[src/uart_regs_pkg.sv]
// Shared widths, register offsets, bit positions, ID value and control field struct
package uart_regs_pkg;

    // ------------------------------
    // Bus widths
    // ------------------------------
    localparam int ADDR_W = 16;
    localparam int DATA_W = 32;
    localparam int STRB_W = DATA_W / 8;

    typedef logic [ADDR_W-1:0] addr_t;
    typedef logic [DATA_W-1:0] data_t;
    typedef logic [STRB_W-1:0] strb_t;

    // ------------------------------
    // Register map
    // ------------------------------
    localparam addr_t ADDR_STAT   = 16'h000C;
    localparam addr_t ADDR_CTRL   = 16'h0010;
    localparam addr_t ADDR_LPMODE = 16'h0014;
    localparam addr_t ADDR_INSTAT = 16'h0020;
    localparam addr_t ADDR_ID     = 16'h0040;

    // Fixed identifier returned by ID
    localparam data_t ID_VALUE = 32'hCAFE0666;

    // Single-bit field positions
    localparam int CTRL_TXEN_BIT  = 4;
    localparam int CTRL_RXEN_BIT  = 5;
    localparam int CTRL_TXST_BIT  = 6;
    localparam int INSTAT_TX_BIT  = 0;
    localparam int INSTAT_RX_BIT  = 1;
    localparam int LPMODE_EN_BIT  = 31;
    localparam int STAT_BUSY_BIT  = 2;
    localparam int STAT_RXE_BIT   = 4;
    localparam int STAT_TXF_BIT   = 8;

    // Baud rate select, CTRL[1:0]
    typedef logic [1:0] baud_t;

    // Stored fields, 15 bits
    typedef struct packed {
        baud_t      baud;
        logic       txen;
        logic       rxen;
        logic [7:0] lpmode_div;
        logic       lpmode_en;
        logic       instat_tx;
        logic       instat_rx;
    } ctrl_fields_t;

endpackage

[src/reg_bus_if.sv]
// Internal register write and read bus with source and destination modports
interface reg_bus_if;
    import uart_regs_pkg::*;

    // Write group, one-cycle strobe with held address, data and strobes
    logic  wen;
    addr_t waddr;
    data_t wdata;
    strb_t wstrb;

    // Read group, data valid the cycle after ren and zero otherwise
    logic  ren;
    addr_t raddr;
    data_t rdata;

    // AXI write side
    modport wr_src (output wen, waddr, wdata, wstrb);

    // Register storage
    modport wr_dst (input wen, waddr, wdata, wstrb);

    // AXI read side
    modport rd_src (output ren, raddr, input rdata);

    // Read-out mux
    modport rd_dst (input ren, raddr, output rdata);

endinterface

[src/axil_write_port.sv]
// AXI4-Lite write address and data capture, write strobe and write response
module axil_write_port (
    input  logic                 clk,
    input  logic                 rst,
    // Write address channel
    input  uart_regs_pkg::addr_t awaddr,
    input  logic                 awvalid,
    output logic                 awready,
    // Write data channel
    input  uart_regs_pkg::data_t wdata,
    input  uart_regs_pkg::strb_t wstrb,
    input  logic                 wvalid,
    output logic                 wready,
    // Write response channel, always OKAY
    output logic                 bvalid,
    input  logic                 bready,
    // Register bus
    reg_bus_if.wr_src            bus
);
    import uart_regs_pkg::*;

    // Channel holds
    logic aw_held;
    logic w_held;

    // Both channels stall while a response is pending
    assign awready = ~aw_held & ~bvalid;
    assign wready  = ~w_held & ~bvalid;

    // ------------------------------
    // Handshake control
    // ------------------------------
    always_ff @(posedge clk) begin
        if (rst) begin
            aw_held <= 1'b0;
            w_held  <= 1'b0;
            bus.wen <= 1'b0;
            bvalid  <= 1'b0;
        end else begin
            // Strobe one cycle after both halves are held
            bus.wen <= aw_held & w_held & ~bus.wen;

            if (bus.wen) begin
                // Register updates at this edge, response goes out
                aw_held <= 1'b0;
                w_held  <= 1'b0;
                bvalid  <= 1'b1;
            end else begin
                // Address and data in any order
                if (awvalid && awready) begin
                    aw_held <= 1'b1;
                end
                if (wvalid && wready) begin
                    w_held <= 1'b1;
                end
                if (bvalid && bready) begin
                    bvalid <= 1'b0;
                end
            end
        end
    end

    // ------------------------------
    // Payload capture
    // ------------------------------
    always_ff @(posedge clk) begin
        if (awvalid && awready) begin
            bus.waddr <= awaddr;
        end
        if (wvalid && wready) begin
            bus.wdata <= wdata;
            bus.wstrb <= wstrb;
        end
    end

endmodule

[src/axil_read_port.sv]
// AXI4-Lite read address capture, read strobe and read data return
module axil_read_port (
    input  logic                 clk,
    input  logic                 rst,
    // Read address channel
    input  uart_regs_pkg::addr_t araddr,
    input  logic                 arvalid,
    output logic                 arready,
    // Read data channel, always OKAY
    output uart_regs_pkg::data_t rdata,
    output logic                 rvalid,
    input  logic                 rready,
    // Register bus
    reg_bus_if.rd_src            bus
);
    import uart_regs_pkg::*;

    // Read in progress from address accept to data accept
    logic ar_held;
    // Decoder word lands on the bus this cycle
    logic rdata_due;

    assign arready = ~ar_held;

    // ------------------------------
    // Handshake control
    // ------------------------------
    always_ff @(posedge clk) begin
        if (rst) begin
            ar_held   <= 1'b0;
            bus.ren   <= 1'b0;
            rdata_due <= 1'b0;
            rvalid    <= 1'b0;
        end else begin
            // One strobe per accepted address
            bus.ren   <= arvalid & arready;
            rdata_due <= bus.ren;

            if (arvalid && arready) begin
                ar_held <= 1'b1;
            end else if (rvalid && rready) begin
                // Address channel frees after data accept
                ar_held <= 1'b0;
            end

            if (rdata_due) begin
                rvalid <= 1'b1;
            end else if (rvalid && rready) begin
                rvalid <= 1'b0;
            end
        end
    end

    // ------------------------------
    // Payload capture
    // ------------------------------
    always_ff @(posedge clk) begin
        if (arvalid && arready) begin
            bus.raddr <= araddr;
        end
        // Word held stable until rready
        if (rdata_due) begin
            rdata <= bus.rdata;
        end
    end

endmodule

[src/uart_ctrl_regs.sv]
// CTRL, LPMODE and INSTAT storage with byte-strobed bus writes and hardware updates
module uart_ctrl_regs (
    input  logic                        clk,
    input  logic                        rst,
    // Hardware overwrite of enables
    input  logic                        txen_set_en,
    input  logic                        txen_in,
    input  logic                        rxen_set_en,
    input  logic                        rxen_in,
    // Interrupt sources
    input  logic                        instat_tx_set,
    input  logic                        instat_rx_set,
    // Stored fields and start pulse
    output uart_regs_pkg::ctrl_fields_t fields,
    output logic                        ctrl_txst,
    // Register bus
    reg_bus_if.wr_dst                   bus
);
    import uart_regs_pkg::*;

    // Address decode
    logic ctrl_wen;
    logic lpmode_wen;
    logic instat_wen;

    assign ctrl_wen   = bus.wen && (bus.waddr == ADDR_CTRL);
    assign lpmode_wen = bus.wen && (bus.waddr == ADDR_LPMODE);
    assign instat_wen = bus.wen && (bus.waddr == ADDR_INSTAT);

    // ------------------------------
    // CTRL
    // ------------------------------
    always_ff @(posedge clk) begin
        if (rst) begin
            fields.baud <= '0;
            fields.txen <= 1'b0;
            fields.rxen <= 1'b0;
            ctrl_txst   <= 1'b0;
        end else begin
            if (ctrl_wen && bus.wstrb[0]) begin
                fields.baud <= bus.wdata[1:0];
            end

            // Bus write has priority over hardware
            if (ctrl_wen) begin
                if (bus.wstrb[0]) begin
                    fields.txen <= bus.wdata[CTRL_TXEN_BIT];
                end
            end else if (txen_set_en) begin
                fields.txen <= txen_in;
            end

            if (ctrl_wen) begin
                if (bus.wstrb[0]) begin
                    fields.rxen <= bus.wdata[CTRL_RXEN_BIT];
                end
            end else if (rxen_set_en) begin
                fields.rxen <= rxen_in;
            end

            // TXST pulse that is never stored
            ctrl_txst <= ctrl_wen & bus.wstrb[0] & bus.wdata[CTRL_TXST_BIT];
        end
    end

    // ------------------------------
    // LPMODE
    // ------------------------------
    always_ff @(posedge clk) begin
        if (rst) begin
            fields.lpmode_div <= '0;
            fields.lpmode_en  <= 1'b0;
        end else if (lpmode_wen) begin
            // DIV in lane 0
            if (bus.wstrb[0]) begin
                fields.lpmode_div <= bus.wdata[7:0];
            end
            // EN in lane 3
            if (bus.wstrb[LPMODE_EN_BIT / 8]) begin
                fields.lpmode_en <= bus.wdata[LPMODE_EN_BIT];
            end
        end
    end

    // ------------------------------
    // INSTAT where a set beats write-1-clear
    // ------------------------------
    always_ff @(posedge clk) begin
        if (rst) begin
            fields.instat_tx <= 1'b0;
            fields.instat_rx <= 1'b0;
        end else begin
            if (instat_tx_set) begin
                fields.instat_tx <= 1'b1;
            end else if (instat_wen && bus.wstrb[0] && bus.wdata[INSTAT_TX_BIT]) begin
                fields.instat_tx <= 1'b0;
            end

            if (instat_rx_set) begin
                fields.instat_rx <= 1'b1;
            end else if (instat_wen && bus.wstrb[0] && bus.wdata[INSTAT_RX_BIT]) begin
                fields.instat_rx <= 1'b0;
            end
        end
    end

endmodule

[src/uart_read_decoder.sv]
// STAT sampling, ID constant and registered read-data multiplexer
module uart_read_decoder (
    input  logic                        clk,
    input  logic                        rst,
    // Status inputs
    input  logic                        stat_busy_en,
    input  logic                        stat_busy_in,
    input  logic                        stat_rxe_in,
    input  logic                        stat_txf_in,
    // Stored control fields
    input  uart_regs_pkg::ctrl_fields_t fields,
    // Register bus
    reg_bus_if.rd_dst                   bus
);
    import uart_regs_pkg::*;

    // STAT flops
    logic stat_busy;
    logic stat_rxe;
    logic stat_txf;

    // Assembled register words
    data_t stat_word;
    data_t ctrl_word;
    data_t lpmode_word;
    data_t instat_word;

    // ------------------------------
    // Status sampling
    // ------------------------------
    always_ff @(posedge clk) begin
        if (rst) begin
            stat_busy <= 1'b0;
            stat_rxe  <= 1'b0;
            stat_txf  <= 1'b0;
        end else begin
            // BUSY only while enabled
            if (stat_busy_en) begin
                stat_busy <= stat_busy_in;
            end
            stat_rxe <= stat_rxe_in;
            stat_txf <= stat_txf_in;
        end
    end

    // ------------------------------
    // Word assembly
    // ------------------------------
    always_comb begin
        stat_word   = '0;
        ctrl_word   = '0;
        lpmode_word = '0;
        instat_word = '0;

        stat_word[STAT_BUSY_BIT] = stat_busy;
        stat_word[STAT_RXE_BIT]  = stat_rxe;
        stat_word[STAT_TXF_BIT]  = stat_txf;

        // TXST stays 0 on read
        ctrl_word[1:0]           = fields.baud;
        ctrl_word[CTRL_TXEN_BIT] = fields.txen;
        ctrl_word[CTRL_RXEN_BIT] = fields.rxen;

        lpmode_word[7:0]           = fields.lpmode_div;
        lpmode_word[LPMODE_EN_BIT] = fields.lpmode_en;

        instat_word[INSTAT_TX_BIT] = fields.instat_tx;
        instat_word[INSTAT_RX_BIT] = fields.instat_rx;
    end

    // Registered mux, zero outside the read slot
    always_ff @(posedge clk) begin
        if (rst || !bus.ren) begin
            bus.rdata <= '0;
        end else begin
            case (bus.raddr)
                ADDR_STAT:   bus.rdata <= stat_word;
                ADDR_CTRL:   bus.rdata <= ctrl_word;
                ADDR_LPMODE: bus.rdata <= lpmode_word;
                ADDR_INSTAT: bus.rdata <= instat_word;
                ADDR_ID:     bus.rdata <= ID_VALUE;
                // Unmapped
                default:     bus.rdata <= '0;
            endcase
        end
    end

endmodule

[src/uart_regs_top.sv]
// UART register block top level with AXI4-Lite and peripheral ports
module uart_regs_top (
    input  logic                 clk,
    input  logic                 rst,

    // AXI4-Lite write
    input  uart_regs_pkg::addr_t axil_awaddr,
    input  logic                 axil_awvalid,
    output logic                 axil_awready,
    input  uart_regs_pkg::data_t axil_wdata,
    input  uart_regs_pkg::strb_t axil_wstrb,
    input  logic                 axil_wvalid,
    output logic                 axil_wready,
    output logic                 axil_bvalid,
    input  logic                 axil_bready,

    // AXI4-Lite read
    input  uart_regs_pkg::addr_t axil_araddr,
    input  logic                 axil_arvalid,
    output logic                 axil_arready,
    output uart_regs_pkg::data_t axil_rdata,
    output logic                 axil_rvalid,
    input  logic                 axil_rready,

    // Status
    input  logic                 stat_busy_en,
    input  logic                 stat_busy_in,
    input  logic                 stat_rxe_in,
    input  logic                 stat_txf_in,

    // Hardware enable updates
    input  logic                 ctrl_txen_en,
    input  logic                 ctrl_txen_in,
    input  logic                 ctrl_rxen_en,
    input  logic                 ctrl_rxen_in,

    // Interrupt sources
    input  logic                 instat_tx_set,
    input  logic                 instat_rx_set,

    // Control outputs
    output uart_regs_pkg::baud_t ctrl_baud,
    output logic                 ctrl_txen,
    output logic                 ctrl_rxen,
    output logic                 ctrl_txst,
    output logic [7:0]           lpmode_div,
    output logic                 lpmode_en
);
    import uart_regs_pkg::*;

    ctrl_fields_t fields;

    reg_bus_if i_reg_bus ();

    // ------------------------------
    // Bus side
    // ------------------------------
    axil_write_port i_axil_write_port (
        .clk     (clk),
        .rst     (rst),
        .awaddr  (axil_awaddr),
        .awvalid (axil_awvalid),
        .awready (axil_awready),
        .wdata   (axil_wdata),
        .wstrb   (axil_wstrb),
        .wvalid  (axil_wvalid),
        .wready  (axil_wready),
        .bvalid  (axil_bvalid),
        .bready  (axil_bready),
        .bus     (i_reg_bus.wr_src)
    );

    axil_read_port i_axil_read_port (
        .clk     (clk),
        .rst     (rst),
        .araddr  (axil_araddr),
        .arvalid (axil_arvalid),
        .arready (axil_arready),
        .rdata   (axil_rdata),
        .rvalid  (axil_rvalid),
        .rready  (axil_rready),
        .bus     (i_reg_bus.rd_src)
    );

    // ------------------------------
    // Register logic and read-out
    // ------------------------------
    uart_ctrl_regs i_uart_ctrl_regs (
        .clk           (clk),
        .rst           (rst),
        .txen_set_en   (ctrl_txen_en),
        .txen_in       (ctrl_txen_in),
        .rxen_set_en   (ctrl_rxen_en),
        .rxen_in       (ctrl_rxen_in),
        .instat_tx_set (instat_tx_set),
        .instat_rx_set (instat_rx_set),
        .fields        (fields),
        .ctrl_txst     (ctrl_txst),
        .bus           (i_reg_bus.wr_dst)
    );

    uart_read_decoder i_uart_read_decoder (
        .clk          (clk),
        .rst          (rst),
        .stat_busy_en (stat_busy_en),
        .stat_busy_in (stat_busy_in),
        .stat_rxe_in  (stat_rxe_in),
        .stat_txf_in  (stat_txf_in),
        .fields       (fields),
        .bus          (i_reg_bus.rd_dst)
    );

    // Field unpacking to plain outputs
    assign ctrl_baud  = fields.baud;
    assign ctrl_txen  = fields.txen;
    assign ctrl_rxen  = fields.rxen;
    assign lpmode_div = fields.lpmode_div;
    assign lpmode_en  = fields.lpmode_en;

endmodule

[config.mk]
export PLATFORM = sky130hd
export DESIGN_NAME = uart_regs_top
export DESIGN_NICKNAME = d
export VERILOG_FILES = /design/src/uart_regs_pkg.sv /design/src/reg_bus_if.sv /design/src/axil_write_port.sv /design/src/axil_read_port.sv /design/src/uart_ctrl_regs.sv /design/src/uart_read_decoder.sv /design/src/uart_regs_top.sv
export SDC_FILE = /design/constraint.sdc
export NUM_CORES = 1
export LEC_CHECK = 0
export BUFFER_PORTS_ARGS = -buffer_cell sky130_fd_sc_hd__buf_4
export CORE_MARGIN = 2
export CORE_UTILIZATION = 33
export DETAILED_ROUTE_END_ITERATION = 16
export SLEW_MARGIN = 10
export SYNTH_ARGS = -nofsm -noshare
export SYNTH_HDL_FRONTEND = slang
export SYNTH_SLANG_ARGS = --single-unit
[constraint.sdc]
create_clock -name clk -period 1.9 [get_ports clk]
set_clock_uncertainty 0.1 [all_clocks]
set_input_delay 0.19 -clock clk [delete_from_list [all_inputs] [get_ports clk]]
set_output_delay 0.19 -clock clk [all_outputs]
set_load 0.01 [all_outputs]
==> flow_summary.json, run 1 <==
{
  "maxCapViolations": 0,
  "synth_common_cells": "edfxtp_1, dfxtp_1, buf_4, nor2_1",
  "ir_worst_vdd_v": 0.0004211,
  "seq_area_um2": 2382,
  "cp.arrival_ns": 2.01,
  "synthCells": 268,
  "hold_viol_final": 0,
  "hold_slack_ns": 0.04312,
  "drt_iter0_markers": 61,
  "tns_ns": 0,
  "start_util": 0.3384,
  "io_buffers": 100,
  "yosysWarnings": 0,
  "cts_tree": "built",
  "p_per_area_nw_per_um2": 751.9,
  "p_seq_frac": 0.603,
  "slew_violations": 0,
  "end_kind": "register",
  "fp.dieH_um": 106.9,
  "yosysTopAreaCell": "edfxtp_1",
  "clk_pin_slew_worst_paths_ns": 0.09,
  "cp_slowest_cell": "edfxtp_1",
  "clk_latency_ns": 0.36,
  "grt_max_degree": 24,
  "core_area_um2": 10320,
  "cp.buffers_inverters": 2,
  "setup_viol": 0,
  "hold_depth": 4,
  "drive_gt1_frac": 0.3341,
  "diodes": 0,
  "worst_slew_pin_slew_ns": 0.5516,
  "numCtsBuffers": 9,
  "area_delta_synth_final_pct": 42.87,
  "min_path_type": "in2reg",
  "worstPathCellList": "nor4_4 > buf_4 > nand4_1 > nor2_2 > buf_12 > mux2i_2 > nor2_1",
  "avgSynthCellArea_um2": 13.03,
  "grt_first_pass_wirelength_um": 11720,
  "vias_per_cell": 4.362,
  "critPathKind": "reg2reg",
  "crit_required_ns": 2.05,
  "synth_edf_count": 54,
  "antenna_found_initial": 0,
  "synth_top_cell_area_share": 0.4642,
  "avgRoutedWirePerCell_um": 13.39,
  "reg2reg_to": "i_uart_ctrl_regs.fields[9]",
  "slowest_delay_ns": 0.42,
  "first_pass_iters": 4,
  "synth_seq_cells": 92,
  "synth.distinct_cells": 44,
  "post-dp-hpwl_um": 5191,
  "combPwrFrac": 0.092,
  "p_leak_nw": 1.956,
  "overflow": 0,
  "ant_nets": 0,
  "clock_path_buffers": 2,
  "routed_wl_um": 7429,
  "total_power_mw": 3.753,
  "seq_area_frac_synth": 0.6819,
  "max_freq_mhz": 534.9,
  "worstHoldEndpoint": "i_axil_write_port.bvalid",
  "path_delay_family": "simple AND/OR/NAND/NOR gates",
  "finalCoreUtilization": 0.4835,
  "fin_crit_sh": 0.9839,
  "grt_pass1_vias": 2488,
  "async_reset_ff_frac": 0,
  "netSwitchingFraction": 0.2195,
  "post-synth-top-count-cell": "edfxtp_1",
  "switching_power_mw": 0.8236,
  "clock_sinks": 92,
  "start_kind": "register",
  "synthTopCellsByArea": "edfxtp_1, dfxtp_1, buf_4",
  "vias": 2421,
  "rr_startpoint": "i_axil_write_port.bus.waddr[9]",
  "p_clk_frac": 0.306,
  "gp_congestion": 0.7652,
  "min_from": "axil_bready",
  "placementRows": 37,
  "netlist_area_um2": 3493,
  "die_w_um": 106.9,
  "cts.htree.levels": 3,
  "r2r_slack_ns": 0.03,
  "grtUsageTotal": 0.1359,
  "multi_input_area_um2": 878.3,
  "slew_headroom": 0.6318,
  "ioPinCount": 136,
  "r2r_cells": 7,
  "nNetsFinal": 499,
  "p_int_mw": 2.929,
  "cts-root-buf": "clkbuf_8",
  "drc": 0,
  "synthFlopType": "edfxtp_1",
  "status": "complete, no violations",
  "rsz0062_at_grt": "true",
  "worstPathMaxFanout": 8,
  "die_area_um2": 11420,
  "fillers": 909,
  "fin_crit_ns": 1.869
}
## per-stage QoR
step / setup WS, ns / area (µm²) / instances
2_1_floorplan: 0.06586 / 3527 / 277
3_3_place_gp: 0.01092 / 4278 / 486
3_5_place_dp: -0.003877 / 4278 / 486
4_1_cts: 0.01425 / 4966 / 554
5_1_grt: -0.1017 / 4991 / 555
6_report: 0.03063 / 4991 / 555
## per-layer routing
metal  global-route usage  wire length (µm)
met1               0.1398              2927
met2               0.2475              3784
met3              0.05471               592
met4              0.04917               124
met5                    0                 0
## final cells by class
cell class                 instances  area share
multi-input combinational        141      0.1760
tap                              136     0.03409
inverter                           7    0.005264
clock buffer                      13     0.02983
clock inverter                     3    0.004262
timing repair buffer             163      0.2733
sequential                        92      0.4773
## cells in the final DEF, fill, tap and decap left out, types with 3 or more instances in the layout
| cell | count |
|---|---|
| inv_1 | 7 |
| conb_1 | 10 |
| dlygate4sd3_1 | 51 |
| nor2b_1 | 4 |
| nor2_1 | 29 |
| nand3b_1 | 3 |
| clkbuf_8 | 10 |
| and3_2 | 3 |
| and2_1 | 4 |
| nor3_1 | 7 |
| nand4_1 | 4 |
| a21oi_1 | 13 |
| nand2_1 | 13 |
| buf_4 | 111 |
| and3_1 | 4 |
| a32oi_1 | 3 |
| clkbuf_1 | 3 |
| mux2i_1 | 9 |
| nor4_1 | 4 |
| edfxtp_1 | 54 |
| dfxtp_1 | 38 |
## power by group through the flow
stage                     Clock, mW  Sequential (mW)  Combinational (mW)
final                          1.15             2.26               0.344
after global routing           1.28             2.27               0.376
after CTS                      1.18             2.26               0.339
after detailed placement          0             2.31               0.253
after global placement            0             2.30               0.249
after floorplan                   0             2.29               0.118
## worst register-to-register path, cell delays in order (launching register included)
cell and delay, ns:
edfxtp_1 0.42, nor4_4 0.34, buf_4 0.17, nand4_1 0.15
nor2_2 0.17, buf_12 0.15, mux2i_2 0.20, nor2_1 0.06
## cells by family (layout without fill, tap and decap cells)
family / after synthesis / in the layout / share of synthesized area
compound gates: 25 / 25 / 0.04513
xor+xnor: 1 / 1 / 0.002508
buf+inv: 44 / 186 / 0.08130
flops: 92 / 92 / 0.6819
mux: 11 / 11 / 0.03188
other cells: 1 / 10 / 0.001073
simple gates: 94 / 94 / 0.1562
## registers in the layout, summed over array words and instances (netlist names)
signal                         cells
i_uart_read_decoder.stat_rxe       1
i_axil_read_port.bus.raddr        16
i_axil_write_port.bvalid           1
i_axil_write_port.bus.wstrb        2
i_axil_read_port.rvalid            1
i_uart_read_decoder.stat_busy      1
i_axil_read_port.bus.ren           1
i_uart_read_decoder.stat_txf       1
i_axil_write_port.bus.waddr       16
i_uart_ctrl_regs.fields           15
i_uart_read_decoder.bus.rdata     11
i_axil_read_port.rdata            11
i_axil_write_port.bus.wen          1
i_axil_read_port.rdata_due         1
i_axil_write_port.w_held           1
i_uart_ctrl_regs.ctrl_txst         1
i_axil_read_port.ar_held           1
i_axil_write_port.aw_held          1
i_axil_write_port.bus.wdata        9
## timing repair
action,in CTS,in global routing
endpoints found under the setup margin,1,19
hold buffers,51,0
setup buffers,1,1
pin swaps,5,8
resized for setup,0,8
hold endpoints to repair,49,0
## worst max path at each step
| stage | startpoint | endpoint | cells after the start | slack (ns) |
|---|---|---|---|---|
| after floorplan | i_axil_write_port.bus.waddr[8] | i_uart_ctrl_regs.fields[11] | 5 | 0.07 |
| after global placement | i_axil_write_port.bus.waddr[8] | i_uart_ctrl_regs.fields[11] | 5 | 0.01 |
| after detailed placement | i_axil_write_port.bus.waddr[8] | i_uart_ctrl_regs.fields[11] | 5 | -0.004 |
| after CTS | i_axil_write_port.bus.waddr[9] | i_uart_ctrl_regs.fields[10] | 7 | 0.01 |
| after global routing | i_axil_write_port.bus.waddr[11] | i_uart_ctrl_regs.fields[9] | 7 | -0.10 |
| final | i_axil_write_port.bus.waddr[9] | i_uart_ctrl_regs.fields[9] | 7 | 0.03 |
No activity file was read; power rests on OpenSTA's default activity.
==> run 2, diff against run 1 <==
--- a/config.mk
+++ b/config.mk
@@ -8,6 +8,7 @@
 export BUFFER_PORTS_ARGS = -buffer_cell sky130_fd_sc_hd__buf_4
 export CORE_MARGIN = 2
 export CORE_UTILIZATION = 33
+export CTS_BUF_LIST = sky130_fd_sc_hd__clkbuf_4 sky130_fd_sc_hd__clkbuf_8
 export DETAILED_ROUTE_END_ITERATION = 16
 export SLEW_MARGIN = 10
 export SYNTH_ARGS = -nofsm -noshare
==> run 2 against run 1 <==
Against the previous run:
- sequential power about the same
- via count about the same
- critical path depth unchanged
- worst setup slack about the same
- combinational power about the same
- fmax about the same
- highest routed layer unchanged
- non-clock buffer count unchanged
- sequential share of layout area decreased by 0.11 points
- count of clock-buffer cells in the layout unchanged
- clock power increased by 3%
==> flow_summary.json, run 2 (synthesis gave the netlist of run 1 again) <==
{
  "status": "complete, no violations",
  "final_cell_mix": "buf_4, edfxtp_1, dlygate4sd3_1",
  "rr_startpoint": "i_axil_write_port.bus.waddr[9]",
  "total_power_mw": 3.796,
  "p_leak_nw": 1.966,
  "hold_slack_ns": 0.04307,
  "fin_crit_ns": 1.870,
  "setup_slack_ns": 0.03016,
  "drive_gt1_frac": 0.3413,
  "worst_slew_pin_slew_ns": 0.5515,
  "fin_crit_sh": 0.9841,
  "overflow": 0,
  "max_freq_mhz": 534.8,
  "slew_violations": 0,
  "end_kind": "register",
  "numCtsBuffers": 9,
  "start_util": 0.3384,
  "largestRegisters": "i_axil_read_port.bus.raddr: 16 flops, i_axil_write_port.bus.waddr: 16 flops, i_uart_ctrl_regs.fields: 15 flops",
  "grt_pass1_vias": 2488,
  "clock_path_buffers": 2,
  "placementRows": 37,
  "avgRoutedWirePerCell_um": 13.39,
  "drt_iter0_markers": 63,
  "finalCoreUtilization": 0.4845,
  "gp_congestion": 0.7652,
  "diodes": 0,
  "setup_viol": 0,
  "antenna_found_initial": 0,
  "io_buffers": 100,
  "clk_pin_slew_worst_paths_ns": 0.09,
  "final_common_cell": "buf_4",
  "core_area_um2": 10320,
  "hold_viol_final": 0,
  "start_kind": "register",
  "hold_depth": 4,
  "first_pass_iters": 4,
  "rsz0062_at_grt": "true",
  "crit_required_ns": 2.05,
  "p_per_area_nw_per_um2": 758.9,
  "critPathKind": "reg2reg",
  "cts-root-buf": "clkbuf_8",
  "ioPinCount": 136,
  "clk_latency_ns": 0.36,
  "vias_per_cell": 4.364,
  "cp.arrival_ns": 2.02,
  "vias": 2422,
  "ir_worst_vdd_v": 0.0004833,
  "min_from": "axil_bready",
  "cts_tree": "built",
  "grt_max_degree": 24,
  "drc": 0,
  "fp.dieH_um": 106.9,
  "area_delta_synth_final_pct": 43.19,
  "dp_slack_ns": -0.003877,
  "clock_sinks": 92,
  "worstPathMaxFanout": 8,
  "ant_nets": 0,
  "cts.htree.levels": 3,
  "maxCapViolations": 0,
  "r2r_cells": 7,
  "die_w_um": 106.9,
  "min_path_type": "in2reg",
  "routed_wl_um": 7429,
  "reg2reg_to": "i_uart_ctrl_regs.fields[9]",
  "nNetsFinal": 499,
  "worstHoldEndpoint": "i_axil_write_port.bvalid",
  "grtUsageTotal": 0.1359,
  "die_area_um2": 11420,
  "post-dp-hpwl_um": 5191,
  "grt_first_pass_wirelength_um": 11720,
  "slew_headroom": 0.6318,
  "r2r_slack_ns": 0.03
}
run 2: how the worst max path moves through the flow:
stage / slack [ns] / cells past startpoint / endpoint / startpoint
floorplan: 0.07 / 5 / i_uart_ctrl_regs.fields[11] / i_axil_write_port.bus.waddr[8]
global placement: 0.01 / 5 / i_uart_ctrl_regs.fields[11] / i_axil_write_port.bus.waddr[8]
detailed placement: -0.004 / 5 / i_uart_ctrl_regs.fields[11] / i_axil_write_port.bus.waddr[8]
finish: 0.03 / 7 / i_uart_ctrl_regs.fields[9] / i_axil_write_port.bus.waddr[9]
CTS: 0.01 / 7 / i_uart_ctrl_regs.fields[10] / i_axil_write_port.bus.waddr[9]
global route: -0.10 / 7 / i_uart_ctrl_regs.fields[9] / i_axil_write_port.bus.waddr[11]
run 2: what timing repair did:
item,in CTS,in global routing
setup endpoints to repair,1,19
gates resized for setup,0,8
endpoints found under the hold margin,49,0
setup buffers,1,1
pin swaps,5,8
hold buffers,51,0
run 2: layout make-up:
class / count / area, µm²
well taps: 136 / 170.2
repair buffers: 163 / 1364
clock inverters: 3 / 21.27
clock buffers: 13 / 160.2
fillers: 907 / 5321
multi-input cells: 141 / 878.3
inverters: 7 / 26.28
flip-flops and latches: 92 / 2382
run 2: where the power goes:
group	total, mW	switching [mW]	internal [mW]
Combinational	0.344	0.132	0.212
Sequential	2.26	0.0588	2.20
Clock	1.19	0.634	0.556
run 2: per-layer routing:
layer / GRT usage / up-vias / share of wire
met5: 0 / - / 0
met3: 0.05471 / 13 / 0.080
met4: 0.04917 / 0 / 0.017
li1: - / 1217 / -
met2: 0.2475 / 102 / 0.51
met1: 0.1398 / 1090 / 0.39
run 2: worst max-delay path: stages (launching register included):
cell and delay [ns]:
edfxtp_1 0.42, nor4_4 0.34, buf_4 0.17, nand4_1 0.15
nor2_2 0.17, buf_12 0.15, mux2i_2 0.20, nor2_1 0.06
run 2: per-stage QoR:
| stage | instances | TNS [ns] | area (µm²) |
|---|---|---|---|
| 5_1_grt | 555 | -0.6270 | 5002 |
| 6_report | 555 | 0 | 5002 |
| 2_1_floorplan | 277 | 0 | 3527 |
| 3_3_place_gp | 486 | 0 | 4278 |
| 3_5_place_dp | 486 | -0.003877 | 4278 |
| 4_1_cts | 554 | 0 | 4977 |
